===== src/source/board_init_pkg.sv =====
package board_init_pkg;

	// start-up and link supervision states
	typedef enum logic [2:0] {
		ST_INIT,		// hold everything in reset, request phy write
		ST_PHY_SETUP,	// wait for phy write, check assigned ip
		ST_LINK_WAIT,	// poll phy status until link up, full duplex
		ST_SETTLE,		// let the network settle before dhcp
		ST_DHCP_WAIT,	// wait for ack, nak or time out
		ST_RUN,			// ip valid, tx released
		ST_MONITOR		// keep polling the link
	} startup_state_t;

	// arp / ping reply sequencing
	typedef enum logic [1:0] {
		RP_IDLE,
		RP_ARP,
		RP_PING
	} reply_state_t;

	typedef logic [47:0] mac_addr_t;
	typedef logic [31:0] ip_addr_t;
	typedef logic [15:0] phy_reg_t;
	typedef logic [24:0] timer_count_t;

	//--------------------------------------------------
	// phy status register bits
	localparam int unsigned LINK_BIT   = 0;
	localparam int unsigned SPEED_BIT  = 1;
	localparam int unsigned DUPLEX_BIT = 2;

	localparam int unsigned DHCP_MAX_RETRIES = 3;	// retries after the first attempt

	// 169.254.x.x link-local range
	localparam logic [15:0] APIPA_PREFIX = {8'd169, 8'd254};
	localparam ip_addr_t IP_NONE      = 32'h0000_0000;	// 0.0.0.0
	localparam ip_addr_t IP_BROADCAST = 32'hFFFF_FFFF;	// 255.255.255.255

	localparam timer_count_t SETTLE_CYCLES_DEFAULT = 25'd12_500_000;	// one second at 12.5 MHz
	localparam timer_count_t REPLY_TIMEOUT_DEFAULT = 25'd100_000;

endpackage


===== src/source/ip_ctrl_if.sv =====
`timescale 1ns/1ps

// address selection control between start-up fsm and ip selector
interface ip_ctrl_if;

	logic init;				// one-cycle clear of the assigned-valid flag
	logic check_assigned;	// level, evaluate assigned ip while high
	logic use_apipa;		// dhcp gave up, fall back to link-local
	logic assigned_ok;		// assigned ip passed the check

	// sequencer side
	modport ctrl (
		output init,
		output check_assigned,
		output use_apipa,
		input  assigned_ok
	);

	// selector side
	modport sel (
		input  init,
		input  check_assigned,
		input  use_apipa,
		output assigned_ok
	);

endinterface


===== src/source/cycle_timer.sv =====
`timescale 1ns/1ps

module cycle_timer #(
	parameter board_init_pkg::timer_count_t CYCLES = board_init_pkg::SETTLE_CYCLES_DEFAULT
) (
	input  logic PHY_RX_CLOCK,
	input  logic reset_i,
	input  logic run_i,		// count while high, clear while low
	output logic expired_o	// high once CYCLES reached
);

	board_init_pkg::timer_count_t count_q;
	board_init_pkg::timer_count_t count_nxt;

	assign count_nxt = count_q + 1'b1;

	always_ff @(posedge PHY_RX_CLOCK) begin
		if (reset_i || !run_i) begin
			count_q   <= '0;	// idle timer sits at zero
			expired_o <= 1'b0;
		end else if (count_q != CYCLES) begin
			count_q   <= count_nxt;
			expired_o <= (count_nxt == CYCLES);	// flag on the reaching edge
		end else begin
			expired_o <= 1'b1;	// saturated, hold
		end
	end

endmodule


===== src/source/startup_fsm.sv =====
`timescale 1ns/1ps

module startup_fsm (
	input  logic                      PHY_RX_CLOCK,
	input  logic                      reset_i,
	input  logic                      phy_write_done_i,
	input  logic                      phy_read_done_i,
	input  logic                      dhcp_ack_i,
	input  logic                      dhcp_nak_i,
	input  logic                      dhcp_time_out_i,
	input  logic                      settle_expired_i,
	input  board_init_pkg::phy_reg_t  phy_reg_data_i,
	ip_ctrl_if.ctrl                   ctrl,
	output logic                      phy_write_o,
	output logic                      phy_read_o,
	output logic                      dhcp_start_o,
	output logic                      settle_run_o,
	output logic                      reset_o,
	output logic                      tx_reset_o,
	output logic                      ip_valid_o
);

	board_init_pkg::startup_state_t state_q;
	logic [1:0] retry_cnt_q;	// dhcp retries so far
	logic       use_apipa_q;
	logic       link_full_dup;	// link up at full duplex
	logic       link_ok;		// monitor keeps running

	// status register decode
	assign link_full_dup = phy_reg_data_i[board_init_pkg::LINK_BIT] &&
		phy_reg_data_i[board_init_pkg::DUPLEX_BIT];
	assign link_ok = phy_reg_data_i[board_init_pkg::LINK_BIT] ||
		!phy_reg_data_i[board_init_pkg::SPEED_BIT];

	// address selection controls
	assign ctrl.init           = (state_q == board_init_pkg::ST_INIT);
	assign ctrl.check_assigned = (state_q == board_init_pkg::ST_PHY_SETUP);
	assign ctrl.use_apipa      = use_apipa_q;

	always_ff @(posedge PHY_RX_CLOCK) begin
		if (reset_i) begin
			state_q      <= board_init_pkg::ST_INIT;
			retry_cnt_q  <= '0;
			use_apipa_q  <= 1'b0;
			phy_write_o  <= 1'b0;
			phy_read_o   <= 1'b0;
			dhcp_start_o <= 1'b0;
			settle_run_o <= 1'b0;
			reset_o      <= 1'b1;	// downstream held until link up
			tx_reset_o   <= 1'b1;
			ip_valid_o   <= 1'b0;
		end else begin
			dhcp_start_o <= 1'b0;	// single-cycle pulse by default
			case (state_q)
				//--------------------------------------------------
				board_init_pkg::ST_INIT: begin
					reset_o     <= 1'b1;
					tx_reset_o  <= 1'b1;	// no tx until ip known
					ip_valid_o  <= 1'b0;
					retry_cnt_q <= '0;
					use_apipa_q <= 1'b0;
					phy_read_o  <= 1'b0;
					phy_write_o <= 1'b1;	// ask for phy setup write
					state_q     <= board_init_pkg::ST_PHY_SETUP;
				end
				board_init_pkg::ST_PHY_SETUP: begin
					if (phy_write_done_i) begin
						phy_write_o <= 1'b0;
						phy_read_o  <= 1'b1;	// start polling status
						state_q     <= board_init_pkg::ST_LINK_WAIT;
					end
				end
				// poll until link and full duplex reported
				board_init_pkg::ST_LINK_WAIT: begin
					if (phy_read_done_i && link_full_dup) begin
						phy_read_o <= 1'b0;
						reset_o    <= 1'b0;
						if (ctrl.assigned_ok) begin
							state_q <= board_init_pkg::ST_RUN;	// skip dhcp
						end else begin
							settle_run_o <= 1'b1;
							state_q      <= board_init_pkg::ST_SETTLE;
						end
					end
				end
				//--------------------------------------------------
				board_init_pkg::ST_SETTLE: begin
					if (settle_expired_i) begin
						settle_run_o <= 1'b0;	// timer clears for next retry
						dhcp_start_o <= 1'b1;
						state_q      <= board_init_pkg::ST_DHCP_WAIT;
					end
				end
				board_init_pkg::ST_DHCP_WAIT: begin
					if (dhcp_ack_i) begin
						state_q <= board_init_pkg::ST_RUN;
					end else if (dhcp_nak_i || dhcp_time_out_i) begin
						if (retry_cnt_q == board_init_pkg::DHCP_MAX_RETRIES[1:0]) begin
							use_apipa_q <= 1'b1;	// out of retries
							state_q     <= board_init_pkg::ST_RUN;
						end else begin
							retry_cnt_q  <= retry_cnt_q + 1'b1;
							settle_run_o <= 1'b1;
							state_q      <= board_init_pkg::ST_SETTLE;
						end
					end
				end
				//--------------------------------------------------
				board_init_pkg::ST_RUN: begin
					ip_valid_o <= 1'b1;
					tx_reset_o <= 1'b0;	// release tx path
					phy_read_o <= 1'b1;	// one monitor read
					state_q    <= board_init_pkg::ST_MONITOR;
				end
				board_init_pkg::ST_MONITOR: begin
					if (phy_read_done_i) begin
						phy_read_o <= 1'b0;
						if (link_ok)
							state_q <= board_init_pkg::ST_RUN;
						else
							state_q <= board_init_pkg::ST_INIT;	// link lost, restart
					end
				end
				default: state_q <= board_init_pkg::ST_INIT;
			endcase
		end
	end

endmodule


===== src/source/ip_select.sv =====
`timescale 1ns/1ps

module ip_select (
	input  logic                       PHY_RX_CLOCK,
	input  logic                       reset_i,
	ip_ctrl_if.sel                     sel,
	input  board_init_pkg::mac_addr_t  mac_base_i,
	input  logic                       dip_sel_i,
	input  board_init_pkg::ip_addr_t   assign_ip_i,
	input  board_init_pkg::ip_addr_t   yiaddr_i,
	output board_init_pkg::mac_addr_t  this_mac_o,
	output board_init_pkg::ip_addr_t   this_ip_o
);

	board_init_pkg::mac_addr_t mac_nxt;
	board_init_pkg::ip_addr_t  apipa_ip;
	logic assigned_valid_q;	// assigned ip usable
	logic assigned_usable;

	// dip switch flips mac bit 1 so two boards can share a base
	assign mac_nxt  = {mac_base_i[47:2], ~dip_sel_i, mac_base_i[0]};
	assign apipa_ip = {board_init_pkg::APIPA_PREFIX, mac_nxt[15:0]};	// 169.254.mac

	assign assigned_usable = (assign_ip_i != board_init_pkg::IP_NONE) &&
		(assign_ip_i != board_init_pkg::IP_BROADCAST);

	assign sel.assigned_ok = assigned_valid_q;

	always_ff @(posedge PHY_RX_CLOCK) begin
		if (reset_i || sel.init)
			assigned_valid_q <= 1'b0;
		else if (sel.check_assigned && assigned_usable)
			assigned_valid_q <= 1'b1;	// sticky until next init
	end

	// address registers, priority assigned > apipa > dhcp
	always_ff @(posedge PHY_RX_CLOCK) begin
		this_mac_o <= mac_nxt;
		if (assigned_valid_q)
			this_ip_o <= assign_ip_i;
		else if (sel.use_apipa)
			this_ip_o <= apipa_ip;
		else
			this_ip_o <= yiaddr_i;	// dhcp offer
	end

endmodule


===== src/source/reply_sequencer.sv =====
`timescale 1ns/1ps

module reply_sequencer (
	input  logic PHY_RX_CLOCK,
	input  logic reset_i,
	input  logic arp_request_i,
	input  logic ping_request_i,
	input  logic arp_sent_i,
	input  logic ping_sent_i,
	input  logic timeout_i,		// reply timer expired
	output logic timer_run_o,
	output logic send_arp_o,
	output logic ping_reply_o
);

	board_init_pkg::reply_state_t state_q;

	always_ff @(posedge PHY_RX_CLOCK) begin
		if (reset_i) begin
			state_q      <= board_init_pkg::RP_IDLE;
			timer_run_o  <= 1'b0;
			send_arp_o   <= 1'b0;
			ping_reply_o <= 1'b0;
		end else begin
			case (state_q)
				board_init_pkg::RP_IDLE: begin
					send_arp_o   <= 1'b0;
					ping_reply_o <= 1'b0;
					timer_run_o  <= 1'b0;
					if (arp_request_i)	// arp wins a tie
						state_q <= board_init_pkg::RP_ARP;
					else if (ping_request_i)
						state_q <= board_init_pkg::RP_PING;
				end
				//--------------------------------------------------
				board_init_pkg::RP_ARP: begin
					send_arp_o  <= 1'b1;
					timer_run_o <= 1'b1;
					if (arp_sent_i || timeout_i) begin
						send_arp_o  <= 1'b0;	// drop request on the same edge
						timer_run_o <= 1'b0;
						state_q     <= board_init_pkg::RP_IDLE;
					end
				end
				board_init_pkg::RP_PING: begin
					ping_reply_o <= 1'b1;
					timer_run_o  <= 1'b1;
					if (ping_sent_i || timeout_i) begin
						ping_reply_o <= 1'b0;
						timer_run_o  <= 1'b0;
						state_q      <= board_init_pkg::RP_IDLE;
					end
				end
				default: state_q <= board_init_pkg::RP_IDLE;
			endcase
		end
	end

endmodule


===== src/source/net_startup_top.sv =====
`timescale 1ns/1ps

module net_startup_top #(
	parameter board_init_pkg::timer_count_t SETTLE_CYCLES = board_init_pkg::SETTLE_CYCLES_DEFAULT,
	parameter board_init_pkg::timer_count_t REPLY_TIMEOUT = board_init_pkg::REPLY_TIMEOUT_DEFAULT
) (
	input  logic                       PHY_RX_CLOCK,
	input  logic                       reset_i,
	// phy management results
	input  logic                       phy_write_done_i,
	input  logic                       phy_read_done_i,
	input  board_init_pkg::phy_reg_t   phy_reg_data_i,
	// dhcp results
	input  logic                       dhcp_ack_i,
	input  logic                       dhcp_nak_i,
	input  logic                       dhcp_time_out_i,
	input  board_init_pkg::ip_addr_t   yiaddr_i,
	// addressing
	input  board_init_pkg::ip_addr_t   assign_ip_i,
	input  board_init_pkg::mac_addr_t  mac_base_i,
	input  logic [1:0]                 dipsw_i,	// bit 1 selects mac
	// rx requests and tx sent strobes
	input  logic                       arp_request_i,
	input  logic                       ping_request_i,
	input  logic                       arp_sent_i,
	input  logic                       ping_sent_i,
	output logic                       phy_write_o,
	output logic                       phy_read_o,
	output logic                       dhcp_start_o,
	output logic                       reset_o,
	output logic                       tx_reset_o,
	output logic                       ip_valid_o,
	output board_init_pkg::ip_addr_t   this_ip_o,
	output board_init_pkg::mac_addr_t  this_mac_o,
	output logic                       send_arp_o,
	output logic                       ping_reply_o
);

	logic settle_run, settle_expired;	// settle delay handshake
	logic reply_run, reply_timeout;		// reply watchdog

	ip_ctrl_if u_ip_ctrl ();

	//--------------------------------------------------
	startup_fsm u_startup_fsm (
		.PHY_RX_CLOCK     (PHY_RX_CLOCK),
		.reset_i          (reset_i),
		.phy_write_done_i (phy_write_done_i),
		.phy_read_done_i  (phy_read_done_i),
		.dhcp_ack_i       (dhcp_ack_i),
		.dhcp_nak_i       (dhcp_nak_i),
		.dhcp_time_out_i  (dhcp_time_out_i),
		.settle_expired_i (settle_expired),
		.phy_reg_data_i   (phy_reg_data_i),
		.ctrl             (u_ip_ctrl.ctrl),
		.phy_write_o      (phy_write_o),
		.phy_read_o       (phy_read_o),
		.dhcp_start_o     (dhcp_start_o),
		.settle_run_o     (settle_run),
		.reset_o          (reset_o),
		.tx_reset_o       (tx_reset_o),
		.ip_valid_o       (ip_valid_o)
	);

	cycle_timer #(.CYCLES(SETTLE_CYCLES)) u_settle_timer (
		.PHY_RX_CLOCK (PHY_RX_CLOCK),
		.reset_i      (reset_i),
		.run_i        (settle_run),
		.expired_o    (settle_expired)
	);

	ip_select u_ip_select (
		.PHY_RX_CLOCK (PHY_RX_CLOCK),
		.reset_i      (reset_i),
		.sel          (u_ip_ctrl.sel),
		.mac_base_i   (mac_base_i),
		.dip_sel_i    (dipsw_i[1]),
		.assign_ip_i  (assign_ip_i),
		.yiaddr_i     (yiaddr_i),
		.this_mac_o   (this_mac_o),
		.this_ip_o    (this_ip_o)
	);

	//--------------------------------------------------
	reply_sequencer u_reply_sequencer (
		.PHY_RX_CLOCK   (PHY_RX_CLOCK),
		.reset_i        (reset_i),
		.arp_request_i  (arp_request_i),
		.ping_request_i (ping_request_i),
		.arp_sent_i     (arp_sent_i),
		.ping_sent_i    (ping_sent_i),
		.timeout_i      (reply_timeout),
		.timer_run_o    (reply_run),
		.send_arp_o     (send_arp_o),
		.ping_reply_o   (ping_reply_o)
	);

	cycle_timer #(.CYCLES(REPLY_TIMEOUT)) u_reply_timer (
		.PHY_RX_CLOCK (PHY_RX_CLOCK),
		.reset_i      (reset_i),
		.run_i        (reply_run),
		.expired_o    (reply_timeout)
	);

endmodule


===== config.mk =====
export PLATFORM = sky130hd
export DESIGN_NAME = net_startup_top
export DESIGN_NICKNAME = d
export VERILOG_FILES = /design/src/source/board_init_pkg.sv /design/src/source/ip_ctrl_if.sv /design/src/source/cycle_timer.sv /design/src/source/startup_fsm.sv /design/src/source/ip_select.sv /design/src/source/reply_sequencer.sv /design/src/source/net_startup_top.sv
export SDC_FILE = /design/constraint.sdc
export NUM_CORES = 1
export LEC_CHECK = 0
export BUFFER_PORTS_ARGS = -buffer_cell sky130_fd_sc_hd__buf_2
export CAP_MARGIN = 10
export CORE_MARGIN = 10
export CORE_UTILIZATION = 38
export CTS_CLUSTER_SIZE = 24
export DETAILED_ROUTE_END_ITERATION = 6
export SETUP_SLACK_MARGIN = 0.15
export SLEW_MARGIN = 20
export SYNTH_ARGS = -nofsm -noshare
export SYNTH_HDL_FRONTEND = slang
export SYNTH_SLANG_ARGS = --single-unit

===== constraint.sdc =====
create_clock -name PHY_RX_CLOCK -period 6.5 [get_ports PHY_RX_CLOCK]
set_clock_uncertainty 0.1 [all_clocks]
set_input_delay 0.65 -clock PHY_RX_CLOCK [delete_from_list [all_inputs] [get_ports PHY_RX_CLOCK]]
set_output_delay 0.65 -clock PHY_RX_CLOCK [all_outputs]
set_load 0.02 [all_outputs]

# Yosys cells after proc, flatten, opt, wreduce, memory -nomap -nowiden
# Cells that the tools add are included.
# totals
register_bits	151
out_inout_bits	88
# op_classes
n_addsub	3
eq_ne	27
mux	49
bitwise_logic	2
n_reduce_logical	35
# op_table
cell	count
$mux 32	2
$add 25x1->25 const B	2
$ne 32x32->1 const B	1
$reduce_bool 32->1	1
$mux 3	9
$eq 25x17->1 const B	1
$eq 25x24->1 const B	1
$ne 25x17->1 const B	1
$ne 25x24->1 const B	1
$pmux 3 s7	1
$mux 1	18
$mux 2	7
$pmux 1 s2	7
$ne 2x1->1 const B	6
$reduce_and 4->1	3
$reduce_bool 2->1	6
$ne 2x2->1 const B	5
$eq 3x3->1 const B	3
$logic_or 1x1->1	7
$reduce_and 7->1	1
$eq 3x2->1 const B	2
$pmux 1 s3	2
$pmux 2 s3	1
$reduce_bool 3->1	2
18 further kinds	26

# Longest topological paths before layout
# Gate-level depths: netlist of the first run.
# depth
depth_word	5
ltp_mapped	8
mapped_depth_nobuf	8

# By module
# From an unflattened synthesis of the first run, not the netlist that was laid out.
# hier_totals
hier_cells	695
hier_area_um2	6541.3
# modules_own_cells
mod	instances	cells_each	area_each_um2
ip_select	1	204	2311.0
cycle_timer at u_reply_timer	1	193	1699.1
cycle_timer at u_settle_timer	1	175	1512.7
startup_fsm	1	90	714.4
reply_sequencer	1	33	304.0

# Worst setup path after synthesis of the first run
# OpenSTA, ideal clock, no wires.
# synth_timing
kind	register -> register
from	reg u_settle_timer.count_q[1]
to	reg u_settle_timer.expired_o
t_arrival_ns	2.181
t_required_ns	6.304
setup_slack_ns	4.123
stages_incl_launch_ff	8
path_buffers	0
cell_sequence	dfxtp_1 -> ha_1 -> nand3_1 -> nor4_4 -> nand4_4 -> o21ai_2 -> or3b_1 -> o41ai_2
# synth_between
elab_chain_len	3
word_cells_on_any_way	4
# synth_rtl
item	line	text
from (decl)	cycle_timer.sv:12	board_init_pkg::timer_count_t count_q;
from (signal assigned)	cycle_timer.sv:22	count_q <= count_nxt;
$add 25x1->25	cycle_timer.sv:15	assign count_nxt = count_q + 1'b1;
$eq 25x24->1	cycle_timer.sv:23	expired_o <= (count_nxt == CYCLES);
$mux 1 *	cycle_timer.sv:21	end else if (count_q != CYCLES) begin
to (signal assigned)	cycle_timer.sv:23	
to (decl)	cycle_timer.sv:9	output logic expired_o
# Every way passes the cells marked *; elsewhere a longest branch is shown, timed or not.
# A chain may end at the register's enable or synchronous reset.

# Worst setup path after layout of the first run
# Same ends and word-level chain as after synthesis.

==> impl_results.md, run 1 <==
- 1st-iter DRT viols: 330
- Crit Path Max Fanout: 9
- RR Endpoint: u_settle_timer.expired_o
- Placed insts: 1073
- Max Clock Freq: 360 MHz
- Final #Nets: 1026
- Most frequent cell after synthesis: dfxtp_1
- Biggest area consumer among synthesized cells: dfxtp_1
- Starting Density: 38.8%
- Detailed Place HPWL: 13.9 mm
- Final period util: 42.8%
- Largest net degree at the start of global routing: 64
- Final setup viols: 0
- Core ar.: 0.0159 mm^2
- PwrDens: 325 mW/mm^2
- H-tree depth: 4
- Io pins: 229
- Drt via density: 4.89
- Netlist cell types: 64
- Path depth of the worst reg2reg path: 7
- Die Y: 147 um
- TritonCTS Buffers: 17
- Die area: 0.0217 mm^2
- Final hold viol count: 0
- Bufs on Longest Clock Path: 2
- Crit path kind: flop to flop
- Number of flops mapped to enable cells by yosys: 0
- Post_cts resized: 0
- Via Count: 5415
- P&R area growth vs syn: 29.3%
- Global route overflow: 0
- TritonCTS Sinks: 151
- Post-synthesis net count: 825
- # hold bufs at CTS: 0
- Slew Limit Fails: 0
- Most instantiated cells after synthesis: dfxtp_1, nor2_1, nand2_1
- Synth area leaders: dfxtp_1, nor2_1, mux2i_1
- First-pass GRT wire length: 27.9 mm
- Synthesized netlist cell count: 675
- HP Class: primary input to flop
- CTS tree: built
- CP Capture Point: u_settle_timer.expired_o
- Mean post-synth cell area: 9.13 um^2
- Unrepaired setup endpoints after global routing: false
- Startpoint class of the critical path: flop
- Leakage Power: 0.00317 uW
- DRT Pass-1 Iters: 4
- Vias in the first global route: 5150
- Clk_lat worst skew: 420 ps
- Worst slew margin: 34.4%
- Worst-path clk slew: 60 ps
- Fin cells: 1107
- Worst slew pin tran: 984 ps
- R2r setup slk: 3720 ps
- Site Rows: 46
- TNS Setup: 0 ps
- Hold slack: 226 ps
- Root buf cell: clkbuf_16
- Die width: 147 um
- Post-synth top area share: 49.1%
- Seq/Total Area, Yosys: 49.1%
- Critical Path Source: u_settle_timer.count_q[1]
- Routed Antenna Nets: 0
- CP endpoint kind: flop
- Cell Area, Synth: 0.00616 mm^2
- Async set or reset register ratio after synthesis: 0%
- Global-route usage over all layers: 15.9%
- Synth Register Bits: 151
- Placer Congestion: 0.839
- WL/cell: 16.1 um
- Status: complete, no violations
- RR Startpoint: u_settle_timer.count_q[1]
- DRC: 0
- Layout cells sized above 1: 29.9%
- Ys flop type: dfxtp_1
- Max-Cap Viols: 0
- Power Total: 2590 uW
- Port Buffer Count: 213
- Initial antenna violation count: 2
- Total setup buffers inserted after CTS: 0
- Shortest period the worst path allows: 2780 ps
- Total Routed Length: 17.8 mm
- VDD IR max: 0.226 mV
- Synth warn: 0
- CP arrival: 3000 ps
- Worst path required time: 6720 ps
==> worst max-delay path, cell delays in order, from the launching register on <==
cell	delay, ps
dfxtp_1	430
ha_1	290
nand3_1	250
nor4_4	510
nand4_4	200
o21ai_2	200
or3b_1	370
o41ai_2	330
==> layer usage <==
metal  global-route usage [%]  part of all wire, %  vias up
li1                         -                    -     2775
met1                     18.8                   43     2464
met2                     26.9                   49      157
met3                     4.85                  6.0       19
met4                     5.20                  1.4        0
met5                        0                    0        -
==> report_power, final <==
part | internal (uW) | total, uW | switching, uW
logic | 182 | 462 | 280
registers | 1030 | 1130 | 104
clock network | 586 | 995 | 409
total | 1790 | 2590 | 793
==> kinds of logic after synthesis <==
| group | share of synthesized area, % |
|---|---|
| AND/OR/NAND/NOR | 25.5 |
| multiplexers | 3.59 |
| buffers and inverters | 3.37 |
| flip-flops | 49.1 |
| XOR/XNOR | 6.66 |
| AO/OA/AOI/OAI | 10.0 |
| adder cells (fa/ha/maj) | 1.83 |
==> sequential cells by signal (all words and copies together), names as in the netlist, 2 cells and up <==
name	flops
u_ip_select.this_mac_o	48
u_ip_select.this_ip_o	32
u_reply_timer.count_q	25
u_settle_timer.count_q	25
u_startup_fsm.state_q	3
u_reply_sequencer.state_q	2
u_startup_fsm.retry_cnt_q	2
==> area by class of cell <==
cell class | count | area (um^2)
Clock buffer | 18 | 439
Fill cell | 1531 | 7920
Inverter | 17 | 63.8
Multi-Input combinational cell | 475 | 2930
Antenna cell | 2 | 5.00
Clock inverter | 14 | 160
Tap cell | 216 | 270
Sequential cell | 151 | 3020
Timing Repair Buffer | 214 | 1070
==> through the flow <==
stage / worst slack, ps / instance area (um^2) / util, %
after floorplan: 4120 / 6160 / -
after global placement: 3710 / 7360 / 46.4
after detailed placement: 3710 / 7360 / 46.4
after global routing: 3520 / 7970 / 50.2
final: 3720 / 7970 / 50.2
after CTS: 3710 / 7960 / 50.1
==> how the worst min path moves through the flow <==
stage	startpoint	slack [ps]	cells after the start	end
floorplan	u_startup_fsm.settle_run_o	360	2	u_startup_fsm.settle_run_o
global placement	u_startup_fsm.reset_o	360	2	u_startup_fsm.reset_o
detailed placement	u_reply_sequencer.timer_run_o	380	2	u_reply_sequencer.timer_run_o
CTS	mac_base_i[18]	200	1	u_ip_select.this_mac_o[18]
global route	mac_base_i[22]	200	1	u_ip_select.this_mac_o[22]
finish	mac_base_i[18]	230	1	u_ip_select.this_mac_o[18]
==> cells in the final DEF (no fill, tap or decap), types with 9 or more instances in the layout <==
master / n
nand2_1: 55
buf_2: 213
nor4_1: 21
nand2b_1: 10
xor2_1: 22
dfxtp_1: 150
nand4_1: 27
ha_1: 9
o21ai_0: 37
clkbuf_16: 17
xnor2_1: 23
nand3_1: 27
mux2i_1: 21
a21oi_1: 25
nor2_1: 97
nor3_1: 12
inv_1: 17
Note: power is estimated with default switching activity, not from simulation.
==> run 2: changes to the inputs <==
clock period = 2.8 ns   (was 6.5 ns; I/O delays follow)
==> run 2 against run 1 <==
First-iteration DRC count grew 2.1%. Setup slack lost 3400 ps. Cell count up 9.1%. Sequential cell count unchanged. Die area stayed put. Worst hold slack worse by 220 ps. Critical path type unchanged. Largest cell class unchanged. Largest power group unchanged.
==> impl_results.md, run 2 (same netlist as run 1, synthesis figures left out) <==
- Largest net degree at the start of global routing: 63
- Critical Path Max Stage Delay: 390 ps
- Root buf cell: clkbuf_16
- Most frequent cells in the layout: buf_2, dfxtp_1, nor2_1, dlygate4sd3_1, nand2_1
- Bufs on Longest Clock Path: 2
- Final hold viol count: 0
- Io pins: 229
- Filler cells: 1441
- Met2 wire len: 9.87 mm
- 1st-iter DRT viols: 337
- Placer Congestion: 0.859
- WP buf/inv: 0
- Placed insts: 1084
- Site Rows: 46
- Die width: 147 um
- DRC: 0
- TNS Setup: 0 ps
- Routed Antenna Nets: 0
- Vias in the first global route: 5742
- Largest regs: u_ip_select.this_mac_o: 48 flops, u_ip_select.this_ip_o: 32 flops
- First-pass GRT wire length: 31.2 mm
- Worst slew pin tran: 574 ps
- HP Class: primary input to flop
- Total Routed Length: 19.8 mm
- Clk_lat worst skew: 430 ps
- WP depth: 7
- Crit path max-delay family: simple AND/OR/NAND/NOR gates
- Final #Nets: 1126
- Status: complete, no violations
- Global-route usage over all layers: 17.7%
- Initial antenna violation count: 3
- Path depth of the worst reg2reg path: 7
- Slowest cell on crit path: nor4_4
- Max reg flops: 48
- CTS tree: built
- Worst path required time: 3030 ps
- Final setup viols: 0
- Final period util: 86.9%
- Leakage Power: 0.00359 uW
- Die Y: 147 um
- Crit path kind: flop to flop
- Fin cells: 1208
- Wl on met1: 8.25 mm
- Crit path cell chain: ha_2, nand3_2, nor4_4, nand4_4, o21ai_2, or3b_1, o41ai_2
- Global route overflow: 0
- Max-Cap Viols: 0
- WL met3: 1.32 mm
- CP endpoint kind: flop
- Die area: 0.0217 mm^2
- TritonCTS Sinks: 151
- Slew Limit Fails: 0
- DR top layer: met4
- Max Clock Freq: 411 MHz
- Worst-path clk slew: 70 ps
- Via Count: 5895
- Shortest period the worst path allows: 2430 ps
- Final WS setup: 366 ps
- P&R area growth vs syn: 45.2%
- PwrDens: 694 mW/mm^2
- Crit Path Max Fanout: 6
- Port Buffer Count: 213
- VDD IR max: 0.502 mV
- Finished layout cell area: 0.00895 mm^2
- Worst slew margin: 61.4%
- Core ar.: 0.0159 mm^2
- Top reg by flops: u_ip_select.this_mac_o
- Most common cell after layout, fill and taps aside: buf_2
- H-tree depth: 4
- Cell Area, Placed: 0.00745 mm^2
- Layout cells sized above 1: 28.5%
- WHS Path Cells: 3
- WL/cell: 16.4 um
- Startpoint class of the critical path: flop
- Starting Density: 38.8%
- Unrepaired setup endpoints after global routing: false
- Pre-CTS setup slack: 333 ps
- CP arrival: 2660 ps
- Detailed Place HPWL: 14.2 mm
- Drt via density: 4.88
- TritonCTS Buffers: 17
- DRT Pass-1 Iters: 7
run 2: area by class of cell:
type	instances	area (um^2)	share of cell area, %
sequential	151	3030	33.8
antenna	3	7.51	0.0839
clock inverter	15	161	1.80
timing repair buffer	314	2040	22.9
multi-input combinational	475	2950	32.9
inverter	17	63.8	0.713
tap	216	270	3.02
clock buffer	17	425	4.76
run 2: power breakdown:
| part | internal (uW) | switching (uW) | total, uW |
|---|---|---|---|
| sequential | 2380 | 119 | 2500 |
| combinational | 596 | 837 | 1430 |
| clock | 1270 | 1010 | 2270 |
| total | 4250 | 1960 | 6210 |
run 2: layer usage:
metal / global-route usage, % / vias up
met5: 0 / -
met4: 6.00 / 0
met3: 4.42 / 26
met2: 30.8 / 169
met1: 20.7 / 2724
li1: - / 2976
run 2: tightest hold or removal path, cell delays in order:
cell,delay (ps)
buf_2,70
nor2_1,30
o21ai_0,120
run 2: repair_timing:
item / 4_1_cts / 5_1_grt
hold endpoints to repair: 77 / 0
setup endpoints to repair: 0 / 1
setup buffers: 0 / 1
hold buffers: 88 / 0
gates resized for setup: 0 / 5
run 2: worst paths after layout:
| check | from | endpoint | slack, ps |
|---|---|---|---|
| max | u_settle_timer.count_q[1] | u_settle_timer.expired_o | 370 |
| max reg2reg | u_settle_timer.count_q[1] | u_settle_timer.expired_o | 370 |
| min reg2reg | u_startup_fsm.reset_o | u_startup_fsm.reset_o | 390 |
| min | yiaddr_i[20] | u_ip_select.this_ip_o[20] | 10 |
run 2: metrics by stage:
stage / util (%) / total power (uW) / hold slack [ps]
after floorplan: - / 3330 / 208
after global placement: 46.9 / 3780 / 282
after detailed placement: 46.9 / 3800 / 284
after CTS: 56.1 / 6250 / 3.16
after global routing: 56.3 / 6530 / 15.1
final: 56.3 / 6210 / 10.3
==> run 3: changes to the inputs <==
CELL_PAD_IN_SITES_DETAIL_PLACEMENT = 1   (was unset)
CELL_PAD_IN_SITES_GLOBAL_PLACEMENT = 1   (was unset)
CORE_UTILIZATION = 36   (was 38)
PLACE_DENSITY_LB_ADDON = 0.1   (was unset)
RECOVER_POWER = 25   (was unset)
clock period = 2.4 ns   (was 2.8 ns; I/O delays follow)
==> run 3 against run 2 <==
Cell count increased by 5.7%. Combinational power grew 38%. Sequential cell count is the same. Critical endpoint unchanged. First-iteration DRC count rose by 18%. Non-clock buffer count up 62. Sequential share of layout area fell by 1.9 points. Register-to-register slack worse by 210 ps. Highest routed layer unchanged. Fmax up 8.6%. Clock power up 18%. Setup slack lost 210 ps. Sequential power is 18% higher.
==> impl_results.md, run 3 (same netlist as run 1, synthesis figures left out) <==
- Worst-path clk slew: 70 ps
- Path depth of the worst reg2reg path: 9
- Most frequent cells in the layout: buf_2, dfxtp_1, dlygate4sd3_1, nor2_1, nand2_1
- P_sw: 2540 uW
- Final period util: 93.4%
- Global-route usage over all layers: 22.8%
- Site Rows: 47
- Die width: 151 um
- Area of the multi-input gates: 0.00300 mm^2
- Vias in the first global route: 7168
- Max-Cap Viols: 0
- Shortest period the worst path allows: 2240 ps
- DRC: 0
- CTS tree: built
- Slowest cell on crit path: or3b_4
- Placed insts: 1114
- Crit path cell chain: ha_4, nand3_4, nor4_4, buf_4, buf_12, nand4_4, o21ai_2, or3b_4, o41ai_2
- Min-delay src: yiaddr_i[2]
- TritonCTS Sinks: 151
- First-pass GRT wire length: 40.9 mm
- Max Clock Freq: 446 MHz
- Io pins: 229
- Starting Density: 36.9%
- RR Endpoint: u_settle_timer.expired_o
- Net Sw Frac: 33.4%
- Top reg by flops: u_ip_select.this_mac_o
- Worst slew pin tran: 718 ps
- Die area: 0.0227 mm^2
- Slew Limit Fails: 0
- Port Buffer Count: 213
- Clk_lat worst skew: 420 ps
- 1st-iter DRT viols: 396
- WL/cell: 21.5 um
- VDD IR max: 0.584 mV
- Status: complete, no violations
- Total Routed Length: 27.5 mm
- DRT Pass-1 Iters: 4
- Largest net degree at the start of global routing: 63
- Worst Hold End: u_ip_select.this_ip_o[2]
- Routed Antenna Nets: 0
- Sequential share of power: 38.7%
- Clock power frac: 35.2%
- Final hold viol count: 0
- HP Class: primary input to flop
- Global route overflow: 0
- Worst path required time: 2620 ps
- Via Count: 6603
- Fin cells: 1277
- Register area: 0.00305 mm^2
- Leakage Power: 0.00384 uW
- Initial antenna violation count: 4
- Detailed Place HPWL: 16.9 mm
- Filler cells: 1983
- PwrDens: 797 mW/mm^2
- H-tree depth: 4
- Drt via density: 5.17
- Crit path kind: flop to flop
- Internal Pwr Total: 5060 uW
- R2r setup slk: 160 ps
- Final #Nets: 1188
- Worst slew margin: 51.4%
- CP endpoint kind: flop
- Largest regs: u_ip_select.this_mac_o: 48 flops, u_ip_select.this_ip_o: 32 flops
- Most common cell after layout, fill and taps aside: buf_2
- Placer Congestion: 0.834
- Critical Path Max Stage Delay: 390 ps
- Power Total: 7600 uW
- Bufs on Longest Clock Path: 2
- WHS Path Cells: 3
- RR Startpoint: u_settle_timer.count_q[0]
- Root buf cell: clkbuf_16
- Layout cells sized above 1: 29.8%
- Max reg flops: 48
- Startpoint class of the critical path: flop
- Crit Path Max Fanout: 3
- Combinational power share: 26.0%
- Die Y: 151 um
- Core ar.: 0.0167 mm^2
- P&R area growth vs syn: 54.8%
- TritonCTS Buffers: 17
- Final setup viols: 0
- Unrepaired setup endpoints after global routing: true
- CP arrival: 2460 ps
- TNS Setup: 0 ps
[run 3: cell count changes in the layout (fill, tap and decap cells not counted), sizes merged]
cell / delta
buf: +15
clkbuf: +30
clkinv: -2
clkinvlp: +1
diode: +3
dlygate4sd3: +17
inv: +1
[run 3: stage by stage]
stage	hold WS (ps)	setup slack (ps)	utilization, %	area [um^2]
after detailed placement	244	100	46.0	7690
after CTS	10.7	150	56.4	9420
after global routing	37.2	12.8	57.1	9540
after floorplan	168	252	-	6190
after global placement	243	165	46.0	7690
final	20.8	159	57.1	9540
[run 3: final cells by class]
type	instances	area share (%)
sequential	151	32.0
tap	220	2.88
inverter	17	0.669
multi-input combinational	475	31.4
clock buffer	17	4.46
timing repair buffer	376	26.8
clock inverter	15	1.64
antenna	6	0.157
[run 3: how the worst max path moves through the flow]
stage | endpoint | depth (start not counted) | from
floorplan | u_settle_timer.count_q[14] | 7 | u_settle_timer.count_q[8]
global placement | u_settle_timer.expired_o | 7 | u_settle_timer.count_q[1]
detailed placement | u_settle_timer.expired_o | 7 | u_settle_timer.count_q[1]
CTS | u_settle_timer.expired_o | 7 | u_settle_timer.count_q[10]
global route | u_reply_timer.expired_o | 7 | u_reply_timer.count_q[0]
finish | u_settle_timer.expired_o | 9 | u_settle_timer.count_q[0]
[run 3: what timing repair did]
action / 4_1_cts / 5_1_grt
endpoints found under the setup margin: 1 / 35
hold buffers: 105 / 0
pin swaps: 7 / 13
buffers inserted: 12 / 8
hold endpoints to repair: 80 / 0
resized for setup: 9 / 20
[run 3: routing by layer]
| layer | wire [um] | GRT usage, % |
|---|---|---|
| met5 | 0 | 0 |
| met4 | 680 | 9.58 |
| met3 | 1630 | 4.95 |
| met2 | 14800 | 42.2 |
| met1 | 10400 | 24.5 |
[run 3: worst max-delay path, delay by kind of cell, from the launching register on]
| kind | cells | cell delay [ps] |
|---|---|---|
| and+or+nand+nor | 4 | 880 |
| DFF | 1 | 370 |
| AOI/OAI and AO/OA | 2 | 360 |
| buffers and inverters | 2 | 300 |
| adders and majority gates | 1 | 150 |
[run 3: power by group through the flow]
stage	logic (uW)	clock network, uW	registers (uW)
5_1_grt	2120	2860	2960
6_report	1980	2680	2940
3_3_place_gp	1470	0	2950
3_5_place_dp	1500	0	2970
4_1_cts	1850	2700	2910
2_1_floorplan	674	0	3210
